`src/verilog/axi_burst_pkg.sv`:
```
`default_nettype none

package axi_burst_pkg;

    localparam int ADDR_W = 32;
    localparam int DATA_W = 32;
    localparam int STRB_W = DATA_W / 8;

    typedef logic [ADDR_W-1:0] addr_t;
    typedef logic [DATA_W-1:0] data_t;
    typedef logic [STRB_W-1:0] strb_t;
    typedef logic [7:0]        len_t;   // beats minus one
    typedef logic [2:0]        size_t;  // log2 of bytes per beat

    typedef enum logic [1:0] {
        BURST_FIXED = 2'b00,
        BURST_INCR  = 2'b01,
        BURST_WRAP  = 2'b10
    } axi_burst_e;

    typedef enum logic [1:0] {
        RESP_OKAY   = 2'b00,
        RESP_SLVERR = 2'b10
    } axi_resp_e;

endpackage

`default_nettype wire

```
`src/verilog/ram_write_if.sv`:
```
`timescale 1ns/1ps
`default_nettype none

interface ram_write_if import axi_burst_pkg::*; #(
    parameter int MEM_BYTES = 128
) ();
    localparam int WA_W = $clog2(MEM_BYTES / STRB_W);

    logic            en;         // write on this edge
    logic [WA_W-1:0] word_addr;
    strb_t           strb;
    data_t           data;

    modport engine (output en, output word_addr, output strb, output data);
    modport ram    (input en, input word_addr, input strb, input data);

endinterface

`default_nettype wire

```
`src/verilog/burst_addr_gen.sv`:
```
`timescale 1ns/1ps
`default_nettype none

module burst_addr_gen import axi_burst_pkg::*; (
    input  addr_t      addr,
    input  size_t      size,
    input  len_t       len,
    input  axi_burst_e burst,
    output addr_t      next_addr
);
    addr_t step;
    addr_t incr_addr;
    addr_t wrap_mask;

    assign step      = addr_t'(1) << size;
    assign incr_addr = addr + step;

    // wrap window is (len+1) beats, len+1 being a power of two
    assign wrap_mask = ((addr_t'(len) + addr_t'(1)) << size) - addr_t'(1);

    always_comb begin
        case (burst)
            BURST_FIXED: next_addr = addr;
            BURST_WRAP:  next_addr = (addr & ~wrap_mask) | (incr_addr & wrap_mask);
            default:     next_addr = incr_addr;  // incr
        endcase
    end

endmodule

`default_nettype wire

```
`src/verilog/byte_ram.sv`:
```
`timescale 1ns/1ps
`default_nettype none

module byte_ram import axi_burst_pkg::*; #(
    parameter int MEM_BYTES = 128
) (
    input  logic                                s_axi_aclk,
    input  logic                                s_axi_aresetn,
    ram_write_if.ram                            wr,
    input  logic                                rd_en,
    input  logic [$clog2(MEM_BYTES/STRB_W)-1:0] rd_word_addr,
    output data_t                               rd_data
);
    localparam int WORDS = MEM_BYTES / STRB_W;

    data_t mem [WORDS];

    ////////////////////////////////////////////////////////////
    // write port, cleared while in reset
    ////////////////////////////////////////////////////////////
    always_ff @(posedge s_axi_aclk) begin
        if (!s_axi_aresetn) begin
            for (int i = 0; i < WORDS; i++) begin
                mem[i] <= '0;
            end
        end else if (wr.en) begin
            for (int b = 0; b < STRB_W; b++) begin
                if (wr.strb[b]) begin
                    mem[wr.word_addr][8*b +: 8] <= wr.data[8*b +: 8];  // lane merge
                end
            end
        end
    end

    // read data holds until the next fetch
    always_ff @(posedge s_axi_aclk) begin
        if (rd_en) begin
            rd_data <= mem[rd_word_addr];
        end
    end

endmodule

`default_nettype wire

```
`src/verilog/write_engine.sv`:
```
`timescale 1ns/1ps
`default_nettype none

module write_engine import axi_burst_pkg::*; #(
    parameter int MEM_BYTES = 128,
    parameter int ID_W      = 3
) (
    input  logic            s_axi_aclk,
    input  logic            s_axi_aresetn,
    input  logic [ID_W-1:0] awid,
    input  addr_t           awaddr,
    input  len_t            awlen,
    input  size_t           awsize,
    input  axi_burst_e      awburst,
    input  logic            awvalid,
    output logic            awready,
    input  data_t           wdata,
    input  strb_t           wstrb,
    input  logic            wlast,
    input  logic            wvalid,
    output logic            wready,
    output logic [ID_W-1:0] bid,
    output axi_resp_e       bresp,
    output logic            bvalid,
    input  logic            bready,
    ram_write_if.engine     ram
);
    localparam int WA_W = $clog2(MEM_BYTES / STRB_W);

    typedef enum logic [1:0] {W_IDLE, W_DATA, W_RESP} wr_state_e;

    wr_state_e       state;
    logic [ID_W-1:0] id_q;
    addr_t           addr_q;
    addr_t           addr_nxt;
    len_t            len_q;
    size_t           size_q;
    axi_burst_e      burst_q;
    len_t            beat_cnt;
    logic            err_q;      // sticky, decides bresp
    logic            aw_hs;
    logic            w_hs;
    logic            b_hs;
    logic            in_range;
    logic            last_beat;

    assign aw_hs     = awvalid && awready;
    assign w_hs      = wvalid && wready;
    assign b_hs      = bvalid && bready;
    assign in_range  = addr_q < addr_t'(MEM_BYTES);
    assign last_beat = beat_cnt == len_q;

    burst_addr_gen u_addr_gen (
        .addr(addr_q), .size(size_q), .len(len_q), .burst(burst_q), .next_addr(addr_nxt)
    );

    assign ram.en        = w_hs && in_range;  // out of range beats dropped
    assign ram.word_addr = addr_q[WA_W+1:2];
    assign ram.strb      = wstrb;
    assign ram.data      = wdata;

    assign bid   = id_q;
    assign bresp = err_q ? RESP_SLVERR : RESP_OKAY;

    ////////////////////////////////////////////////////////////
    // channel control
    ////////////////////////////////////////////////////////////
    always_ff @(posedge s_axi_aclk) begin
        if (!s_axi_aresetn) begin
            state   <= W_IDLE;
            awready <= 1'b0;
            wready  <= 1'b0;
            bvalid  <= 1'b0;
        end else begin
            case (state)
                W_IDLE: begin
                    awready <= !aw_hs;
                    if (aw_hs) begin
                        state <= W_DATA;
                    end
                end
                W_DATA: begin
                    wready <= !(w_hs && last_beat);
                    if (w_hs && last_beat) begin
                        state <= W_RESP;  // beat len+1 ends it
                    end
                end
                default: begin
                    bvalid <= !b_hs;
                    if (b_hs) begin
                        state <= W_IDLE;
                    end
                end
            endcase
        end
    end

    // burst fields and beat tracking
    always_ff @(posedge s_axi_aclk) begin
        if (aw_hs) begin
            id_q     <= awid;
            addr_q   <= awaddr;
            len_q    <= awlen;
            size_q   <= awsize;
            burst_q  <= awburst;
            beat_cnt <= '0;
            err_q    <= 1'b0;
        end else if (w_hs) begin
            addr_q   <= addr_nxt;
            beat_cnt <= beat_cnt + len_t'(1);
            // wlast that disagrees with the count is a protocol error
            if (!in_range || (wlast != last_beat)) begin
                err_q <= 1'b1;
            end
        end
    end

endmodule

`default_nettype wire

```
`src/verilog/read_engine.sv`:
```
`timescale 1ns/1ps
`default_nettype none

module read_engine import axi_burst_pkg::*; #(
    parameter int MEM_BYTES = 128,
    parameter int ID_W      = 3
) (
    input  logic                                s_axi_aclk,
    input  logic                                s_axi_aresetn,
    input  logic [ID_W-1:0]                     arid,
    input  addr_t                               araddr,
    input  len_t                                arlen,
    input  size_t                               arsize,
    input  axi_burst_e                          arburst,
    input  logic                                arvalid,
    output logic                                arready,
    output logic [ID_W-1:0]                     rid,
    output data_t                               rdata,
    output axi_resp_e                           rresp,
    output logic                                rlast,
    output logic                                rvalid,
    input  logic                                rready,
    output logic                                rd_en,
    output logic [$clog2(MEM_BYTES/STRB_W)-1:0] rd_word_addr,
    input  data_t                               rd_data
);
    localparam int WA_W = $clog2(MEM_BYTES / STRB_W);

    typedef enum logic [1:0] {R_IDLE, R_FETCH, R_WAIT, R_SEND} rd_state_e;

    rd_state_e       state;
    logic [ID_W-1:0] id_q;
    addr_t           addr_q;
    addr_t           addr_nxt;
    len_t            len_q;
    size_t           size_q;
    axi_burst_e      burst_q;
    len_t            beat_cnt;
    logic            ar_hs;
    logic            r_hs;
    logic            in_range;
    logic            last_beat;

    assign ar_hs     = arvalid && arready;
    assign r_hs      = rvalid && rready;
    assign in_range  = addr_q < addr_t'(MEM_BYTES);
    assign last_beat = beat_cnt == len_q;

    burst_addr_gen u_addr_gen (
        .addr(addr_q), .size(size_q), .len(len_q), .burst(burst_q), .next_addr(addr_nxt)
    );

    assign rd_en        = (state == R_FETCH) && in_range;
    assign rd_word_addr = addr_q[WA_W+1:2];
    assign rid          = id_q;

    ////////////////////////////////////////////////////////////
    // idle -> fetch -> wait -> send, back to fetch per beat
    ////////////////////////////////////////////////////////////
    always_ff @(posedge s_axi_aclk) begin
        if (!s_axi_aresetn) begin
            state   <= R_IDLE;
            arready <= 1'b0;
            rvalid  <= 1'b0;
            rlast   <= 1'b0;
        end else begin
            case (state)
                R_IDLE: begin
                    arready <= !ar_hs;
                    if (ar_hs) begin
                        state <= R_FETCH;
                    end
                end
                R_FETCH: state <= R_WAIT;
                R_WAIT: begin
                    rvalid <= 1'b1;
                    rlast  <= last_beat;
                    state  <= R_SEND;
                end
                default: begin
                    if (r_hs) begin
                        rvalid <= 1'b0;
                        rlast  <= 1'b0;
                        state  <= last_beat ? R_IDLE : R_FETCH;
                    end
                end
            endcase
        end
    end

    always_ff @(posedge s_axi_aclk) begin
        if (ar_hs) begin
            id_q     <= arid;
            addr_q   <= araddr;
            len_q    <= arlen;
            size_q   <= arsize;
            burst_q  <= arburst;
            beat_cnt <= '0;
        end else if (r_hs && !last_beat) begin
            addr_q   <= addr_nxt;
            beat_cnt <= beat_cnt + len_t'(1);
        end
        if (state == R_WAIT) begin
            rdata <= in_range ? rd_data : '0;  // whole word, master picks lanes
            rresp <= in_range ? RESP_OKAY : RESP_SLVERR;
        end
    end

endmodule

`default_nettype wire

```
`src/verilog/axi_burst_ram.sv`:
```
`timescale 1ns/1ps
`default_nettype none

module axi_burst_ram import axi_burst_pkg::*; #(
    parameter int MEM_BYTES = 128,
    parameter int ID_W      = 3
) (
    input  logic            s_axi_aclk,
    input  logic            s_axi_aresetn,
    // write address
    input  logic [ID_W-1:0] s_axi_awid,
    input  addr_t           s_axi_awaddr,
    input  len_t            s_axi_awlen,
    input  size_t           s_axi_awsize,
    input  axi_burst_e      s_axi_awburst,
    input  logic            s_axi_awvalid,
    output logic            s_axi_awready,
    // write data
    input  data_t           s_axi_wdata,
    input  strb_t           s_axi_wstrb,
    input  logic            s_axi_wlast,
    input  logic            s_axi_wvalid,
    output logic            s_axi_wready,
    // write response
    output logic [ID_W-1:0] s_axi_bid,
    output axi_resp_e       s_axi_bresp,
    output logic            s_axi_bvalid,
    input  logic            s_axi_bready,
    // read address
    input  logic [ID_W-1:0] s_axi_arid,
    input  addr_t           s_axi_araddr,
    input  len_t            s_axi_arlen,
    input  size_t           s_axi_arsize,
    input  axi_burst_e      s_axi_arburst,
    input  logic            s_axi_arvalid,
    output logic            s_axi_arready,
    // read data
    output logic [ID_W-1:0] s_axi_rid,
    output data_t           s_axi_rdata,
    output axi_resp_e       s_axi_rresp,
    output logic            s_axi_rlast,
    output logic            s_axi_rvalid,
    input  logic            s_axi_rready
);
    localparam int WA_W = $clog2(MEM_BYTES / STRB_W);

    logic            rd_en;
    logic [WA_W-1:0] rd_word_addr;
    data_t           rd_data;

    ram_write_if #(.MEM_BYTES(MEM_BYTES)) ram_wr ();

    write_engine #(.MEM_BYTES(MEM_BYTES), .ID_W(ID_W)) u_write_engine (
        .s_axi_aclk(s_axi_aclk), .s_axi_aresetn(s_axi_aresetn),
        .awid(s_axi_awid), .awaddr(s_axi_awaddr), .awlen(s_axi_awlen),
        .awsize(s_axi_awsize), .awburst(s_axi_awburst),
        .awvalid(s_axi_awvalid), .awready(s_axi_awready),
        .wdata(s_axi_wdata), .wstrb(s_axi_wstrb), .wlast(s_axi_wlast),
        .wvalid(s_axi_wvalid), .wready(s_axi_wready),
        .bid(s_axi_bid), .bresp(s_axi_bresp), .bvalid(s_axi_bvalid), .bready(s_axi_bready),
        .ram(ram_wr.engine)
    );

    read_engine #(.MEM_BYTES(MEM_BYTES), .ID_W(ID_W)) u_read_engine (
        .s_axi_aclk(s_axi_aclk), .s_axi_aresetn(s_axi_aresetn),
        .arid(s_axi_arid), .araddr(s_axi_araddr), .arlen(s_axi_arlen),
        .arsize(s_axi_arsize), .arburst(s_axi_arburst),
        .arvalid(s_axi_arvalid), .arready(s_axi_arready),
        .rid(s_axi_rid), .rdata(s_axi_rdata), .rresp(s_axi_rresp),
        .rlast(s_axi_rlast), .rvalid(s_axi_rvalid), .rready(s_axi_rready),
        .rd_en(rd_en), .rd_word_addr(rd_word_addr), .rd_data(rd_data)
    );

    byte_ram #(.MEM_BYTES(MEM_BYTES)) u_byte_ram (
        .s_axi_aclk(s_axi_aclk), .s_axi_aresetn(s_axi_aresetn),
        .wr(ram_wr.ram),
        .rd_en(rd_en), .rd_word_addr(rd_word_addr), .rd_data(rd_data)
    );

endmodule

`default_nettype wire

```
`config.mk`:
```
export PLATFORM = sky130hd
export DESIGN_NAME = axi_burst_ram
export DESIGN_NICKNAME = d
export VERILOG_FILES = /design/src/verilog/axi_burst_pkg.sv /design/src/verilog/ram_write_if.sv /design/src/verilog/burst_addr_gen.sv /design/src/verilog/byte_ram.sv /design/src/verilog/write_engine.sv /design/src/verilog/read_engine.sv /design/src/verilog/axi_burst_ram.sv
export SDC_FILE = /design/constraint.sdc
export NUM_CORES = 2
export LEC_CHECK = 0
export BUFFER_PORTS_ARGS = -buffer_cell sky130_fd_sc_hd__buf_2
export CORE_UTILIZATION = 55
export CTS_BUF_LIST = sky130_fd_sc_hd__clkbuf_16
export CTS_CLUSTER_DIAMETER = 200
export DETAILED_ROUTE_END_ITERATION = 10
export GPL_TIMING_DRIVEN = 0
export PLACE_DENSITY_LB_ADDON = 0.12
export SYNTH_ARGS = -nofsm -noshare
export SYNTH_HDL_FRONTEND = slang
export SYNTH_HIERARCHICAL = 1
export SYNTH_SLANG_ARGS = --single-unit
```
`constraint.sdc`:
```
create_clock -name s_axi_aclk -period 3.5 [get_ports s_axi_aclk]
set_input_delay 0.175 -clock s_axi_aclk [delete_from_list [all_inputs] [get_ports s_axi_aclk]]
set_output_delay 0.175 -clock s_axi_aclk [all_outputs]
set_load 0.005 [all_outputs]
```
==> PnR_summary.wiki <==
{| class="wikitable"
! Metric !! Value
|-
| Net Count, Synth || between 5000 and 6000
|-
| Remaining global-route overflow || 0
|-
| Distinct cell type count of the synthesized netlist || ~110
|-
| Area share of the largest cell type after synthesis || 58.96%
|-
| Hold Vio Cnt, Final || 0
|-
| Violated checks || capacitance limit, slew limit, setup timing
|-
| Top-level I/O count || roughly 190
|-
| Outcome || finished, violations left
|-
| Max-cap violation count || 5
|-
| Clock power frac || a little over a third
|-
| 1st-iter DRT viols || a little under 5000
|-
| Min cycle time layout || around 3.7 ns
|-
| Die area || between 0.1 and 0.15 mm²
|-
| DRC viols || 0
|-
| Critical path required time || about 3.9 ns
|-
| Reg-to-Reg Start || u_write_engine/addr_q[26]
|-
| Startpoint of the worst setup timing path || u_write_engine/addr_q[26]
|-
| Peak per-stage delay on the critical path || 0.48 ns
|-
| Sink Count || approximately 1200
|-
| Tot GR Track Use || 34.04%
|-
| Worst max-slew margin expressed relative to the limit || -6.339%
|-
| Leak pwr || 0.02748 µW
|-
| Switching share of total power || about 29%
|-
| Synth Warn # || 6
|-
| Worst-path clk slew || about 0.060 ns
|-
| Highest clock frequency the design can meet || about 0.27 GHz
|-
| Proportion of power drawn by combinational gates || a little under a fifth
|-
| Setup repair after global routing missed its margin || yes
|-
| Flip-flop cell with the highest count after synthesis || sky130_fd_sc_hd__edfxtp_1
|-
| EDFF count, synth || about 1200
|-
| Mapped Area || a little over 0.06 mm²
|-
| Cell count after synthesis || ~5000
|-
| TritonCTS clock tree || yes
|-
| Die X-Extent || between 300 and 400 µm
|-
| Average routed wire per standard cell || 27.20 µm
|-
| Switching power || approximately 11000 µW
|-
| Reg2reg setup slack || -0.24 ns
|-
| Async SR Flop Fraction || 0%
|-
| Detailed placement HPWL || ~130000 µm
|-
| Critical path endpoint category || flip-flop
|-
| Initial antenna violation count || 4
|-
| Post-synthesis register bit count || between 1000 and 1500
|-
| Insertion delay to the later sink of the worst-skew pair || between 0.7 and 0.8 ns
|-
| Internal Dissipation || about 27000 µW
|-
| Core Box Area || 0.1089 mm²
|-
| Via count of the first global-routing pass || between 40000 and 50000
|-
| Area growth from synthesis to layout || 17.21%
|-
| Mean post-synth cell area || approximately 12 µm²
|-
| Total via count after detailed routing || around 43000
|-
| Final Max Slew Viols || 55
|-
| Critical hold path startpoint || s_axi_awvalid
|-
| Buffer levels on the longest clock path || 3
|-
| Kind of critical path || reg -> reg
|-
| Post-placement cell area || between 0.06 and 0.07 mm²
|-
| Wire length of the first global-routing pass || about 270000 µm
|-
| Setup slack after layout || -0.2413 ns
|-
| Number of nets in the layout || approximately 5700
|-
| Slew @ Worst Pin || ~1.6 ns
|-
| Leading post-synthesis cells by cell area || sky130_fd_sc_hd__edfxtp_1 59%, sky130_fd_sc_hd__and2_1 11%, sky130_fd_sc_hd__mux2i_1 8.6%, sky130_fd_sc_hd__nand2_1 2.5%, sky130_fd_sc_hd__o21ai_0 1.5%
|-
| Relative contribution of sequential cells to total power || between 40% and 50%
|-
| Final setup violation count || ~430
|-
| Most frequent standard cell in the layout excluding fill and tap cells || sky130_fd_sc_hd__edfxtp_1
|-
| # port buffers || 149
|-
| Worst vdd ir || 0.4732 mV
|-
| Sequential share of the synthesized area || approximately 60%
|-
| Element type at the critical path start || flip-flop
|-
| Total number of H-tree levels || 4
|-
| Post-Place Cells || 6562
|-
| Arrival time at the worst endpoint || between 4 and 5 ns
|-
| Max Clock Skew || ~0.026 ns
|-
| Post-detailed-route via-to-cell ratio || 6.066
|-
| Maximum fanout along the worst path || 10
|-
| Filler Cell Count || just over 8000
|-
| Number of buffers inserted during clock tree synthesis || 135
|-
| CTS Root Buffer Type || sky130_fd_sc_hd__clkbuf_16
|-
| Die Span Y || between 300 and 400 µm
|-
| Antenna violation net count after detailed routing || 0
|-
| Wire length after detailed routing || 191300 µm
|-
| Number of iterations in the first detailed-routing pass || 7
|-
| Most frequent cells in the layout || 1185 x sky130_fd_sc_hd__edfxtp_1, 1051 x sky130_fd_sc_hd__and2_1, 519 x sky130_fd_sc_hd__mux2i_1
|-
| Power density normalized to cell area || roughly 530 mW/mm²
|-
| Post-route fraction of the period consumed by the critical path || 106.9%
|-
| Post-route cell area || roughly 0.071 mm²
|-
| Hold crit path type || in -> reg
|-
| Post-synthesis cell type with the largest combined area || sky130_fd_sc_hd__edfxtp_1
|-
| Crit path cell chain || nor4_1 -> nand4_1 -> nor3_2 -> buf_8 -> nand3_1 -> clkbuf_2 -> o21ai_1 -> buf_2
|-
| Pin count of the biggest net entering global routing || 38
|-
| Initial core utilization || a little under three fifths
|-
| Cell with the largest stage delay on the worst path || sky130_fd_sc_hd__nand3_1
|-
| Placer congestion estimate || approximately 0.94
|-
| Site Rows || 121
|-
| Final instance count without filler cells || approximately 7000
|-
| Proportion of layout cells with a drive suffix above 1 || 16.09%
|}
critical path, delay by kind of cell, from the launching register on:
kind | cells | cell delay, ns
AND/OR/NAND/NOR | 4 | 1.61
buffers and inverters | 3 | 0.95
flip-flops | 1 | 0.42
AO/OA/AOI/OAI | 1 | 0.42
sequential cells by signal, summed over array words and instances, names as in the netlist, 8 cells and up:
name	flops
u_read_engine/len_q	8
u_write_engine/addr_q	32
u_write_engine/len_q	8
u_read_engine/rdata	32
u_byte_ram/mem	1024
u_write_engine/beat_cnt	8
u_read_engine/addr_q	32
u_read_engine/beat_cnt	8
u_byte_ram/rd_data	32
what timing repair did:
| action | 4_1_cts | 5_1_grt |
|---|---|---|
| endpoints found under the hold margin | 178 | 0 |
| gates cloned | 1 | 0 |
| buffers inserted | 37 | 52 |
| pin swaps | 20 | 54 |
| gates resized for setup | 294 | 158 |
| setup endpoints to repair | 1157 | 1240 |
| hold buffers | 137 | 0 |
cells by family (layout without fill, tap and decap cells):
kind of cell             after synthesis  in the layout  synth area share (%)
buffers and inverters                410           1038                 3.431
AND/OR/NAND/NOR                     2057           2058                 18.82
other                                  2              3               0.01244
adder cells (fa/ha/maj)               30             30                0.6468
multiplexers                         526            526                 8.738
XOR/XNOR                             106            106                 1.551
AO/OA/AOI/OAI                        646            646                 6.947
flip-flops                          1212           1212                 59.86
path summary, 6_finish.rpt:
kind,end,cells after the start
worst max-delay path,u_byte_ram/mem[21][28],8
worst min-delay path,u_write_engine/err_q,4
worst max register to register,u_byte_ram/mem[21][28],8
worst min register to register,u_read_engine/beat_cnt[7],2
synthesized netlist by cell type, types with 24 or more instances:
master                        n
sky130_fd_sc_hd__edfxtp_1  1185
sky130_fd_sc_hd__and2_1    1052
sky130_fd_sc_hd__mux2i_1    519
sky130_fd_sc_hd__nand2_1    408
sky130_fd_sc_hd__clkbuf_1   213
sky130_fd_sc_hd__nor2_1     209
sky130_fd_sc_hd__o21ai_0    175
sky130_fd_sc_hd__a21oi_1    151
sky130_fd_sc_hd__nand3_1    129
sky130_fd_sc_hd__a22oi_1     98
sky130_fd_sc_hd__buf_4       94
sky130_fd_sc_hd__xor2_1      70
sky130_fd_sc_hd__nor3_1      66
sky130_fd_sc_hd__a22o_1      64
sky130_fd_sc_hd__buf_2       49
sky130_fd_sc_hd__a31oi_1     40
sky130_fd_sc_hd__xnor2_1     35
sky130_fd_sc_hd__inv_1       32
sky130_fd_sc_hd__ha_1        28
sky130_fd_sc_hd__dfxtp_1     27
sky130_fd_sc_hd__nand4_1     24
stage by stage:
step / TNS (ns) / hold slack [ns] / total power, µW / setup slack (ns) / util (%)
2_1_floorplan: 0 / 0.2739 / 21190 / 0.1091 / -
3_3_place_gp: -4022.25 / 0.3510 / 23670 / -2.605 / 57.75
3_5_place_dp: -428.85 / 0.3531 / 23770 / -0.7308 / 57.88
4_1_cts: -37.65 / 0.06560 / 37590 / -0.3712 / 64.00
5_1_grt: -60.97 / 0.1209 / 38800 / -0.2990 / 64.98
6_report: -34.81 / 0.08810 / 37810 / -0.2413 / 64.98
power groups by stage:
stage                     sequential (µW)  combinational, µW  clock, µW
final                               17000               7140      13700
after global routing                17000               7430      14400
after CTS                           17000               6790      13800
after detailed placement            17300               6490          0
after global placement              17300               6410          0
after floorplan                     17200               4010          0
routing by layer:
metal  wire length, µm  part of all wire, %  track usage, %  up-vias
met4              7978                  4.2           13.77        0
met2             85120                   44           51.92     2411
met1             75520                   39           46.19    20835
met5                 0                    0               0        -
li1                  -                    -               -    18989
met3             22690                   12           9.239      426
area by class of cell:
type,instances,area [µm²],area share (%)
inverter,33,127.6,0.1804
clock inverter,106,733.2,1.037
tap,1414,1769,2.501
multi-input combinational,3368,23450,33.14
timing repair buffer,385,2987,4.222
buffer,373,2018,2.853
sequential,1212,36120,51.07
clock buffer,141,3528,4.988
antenna,1,2.502,0.003538
No activity file was read; power rests on OpenSTA's default activity.
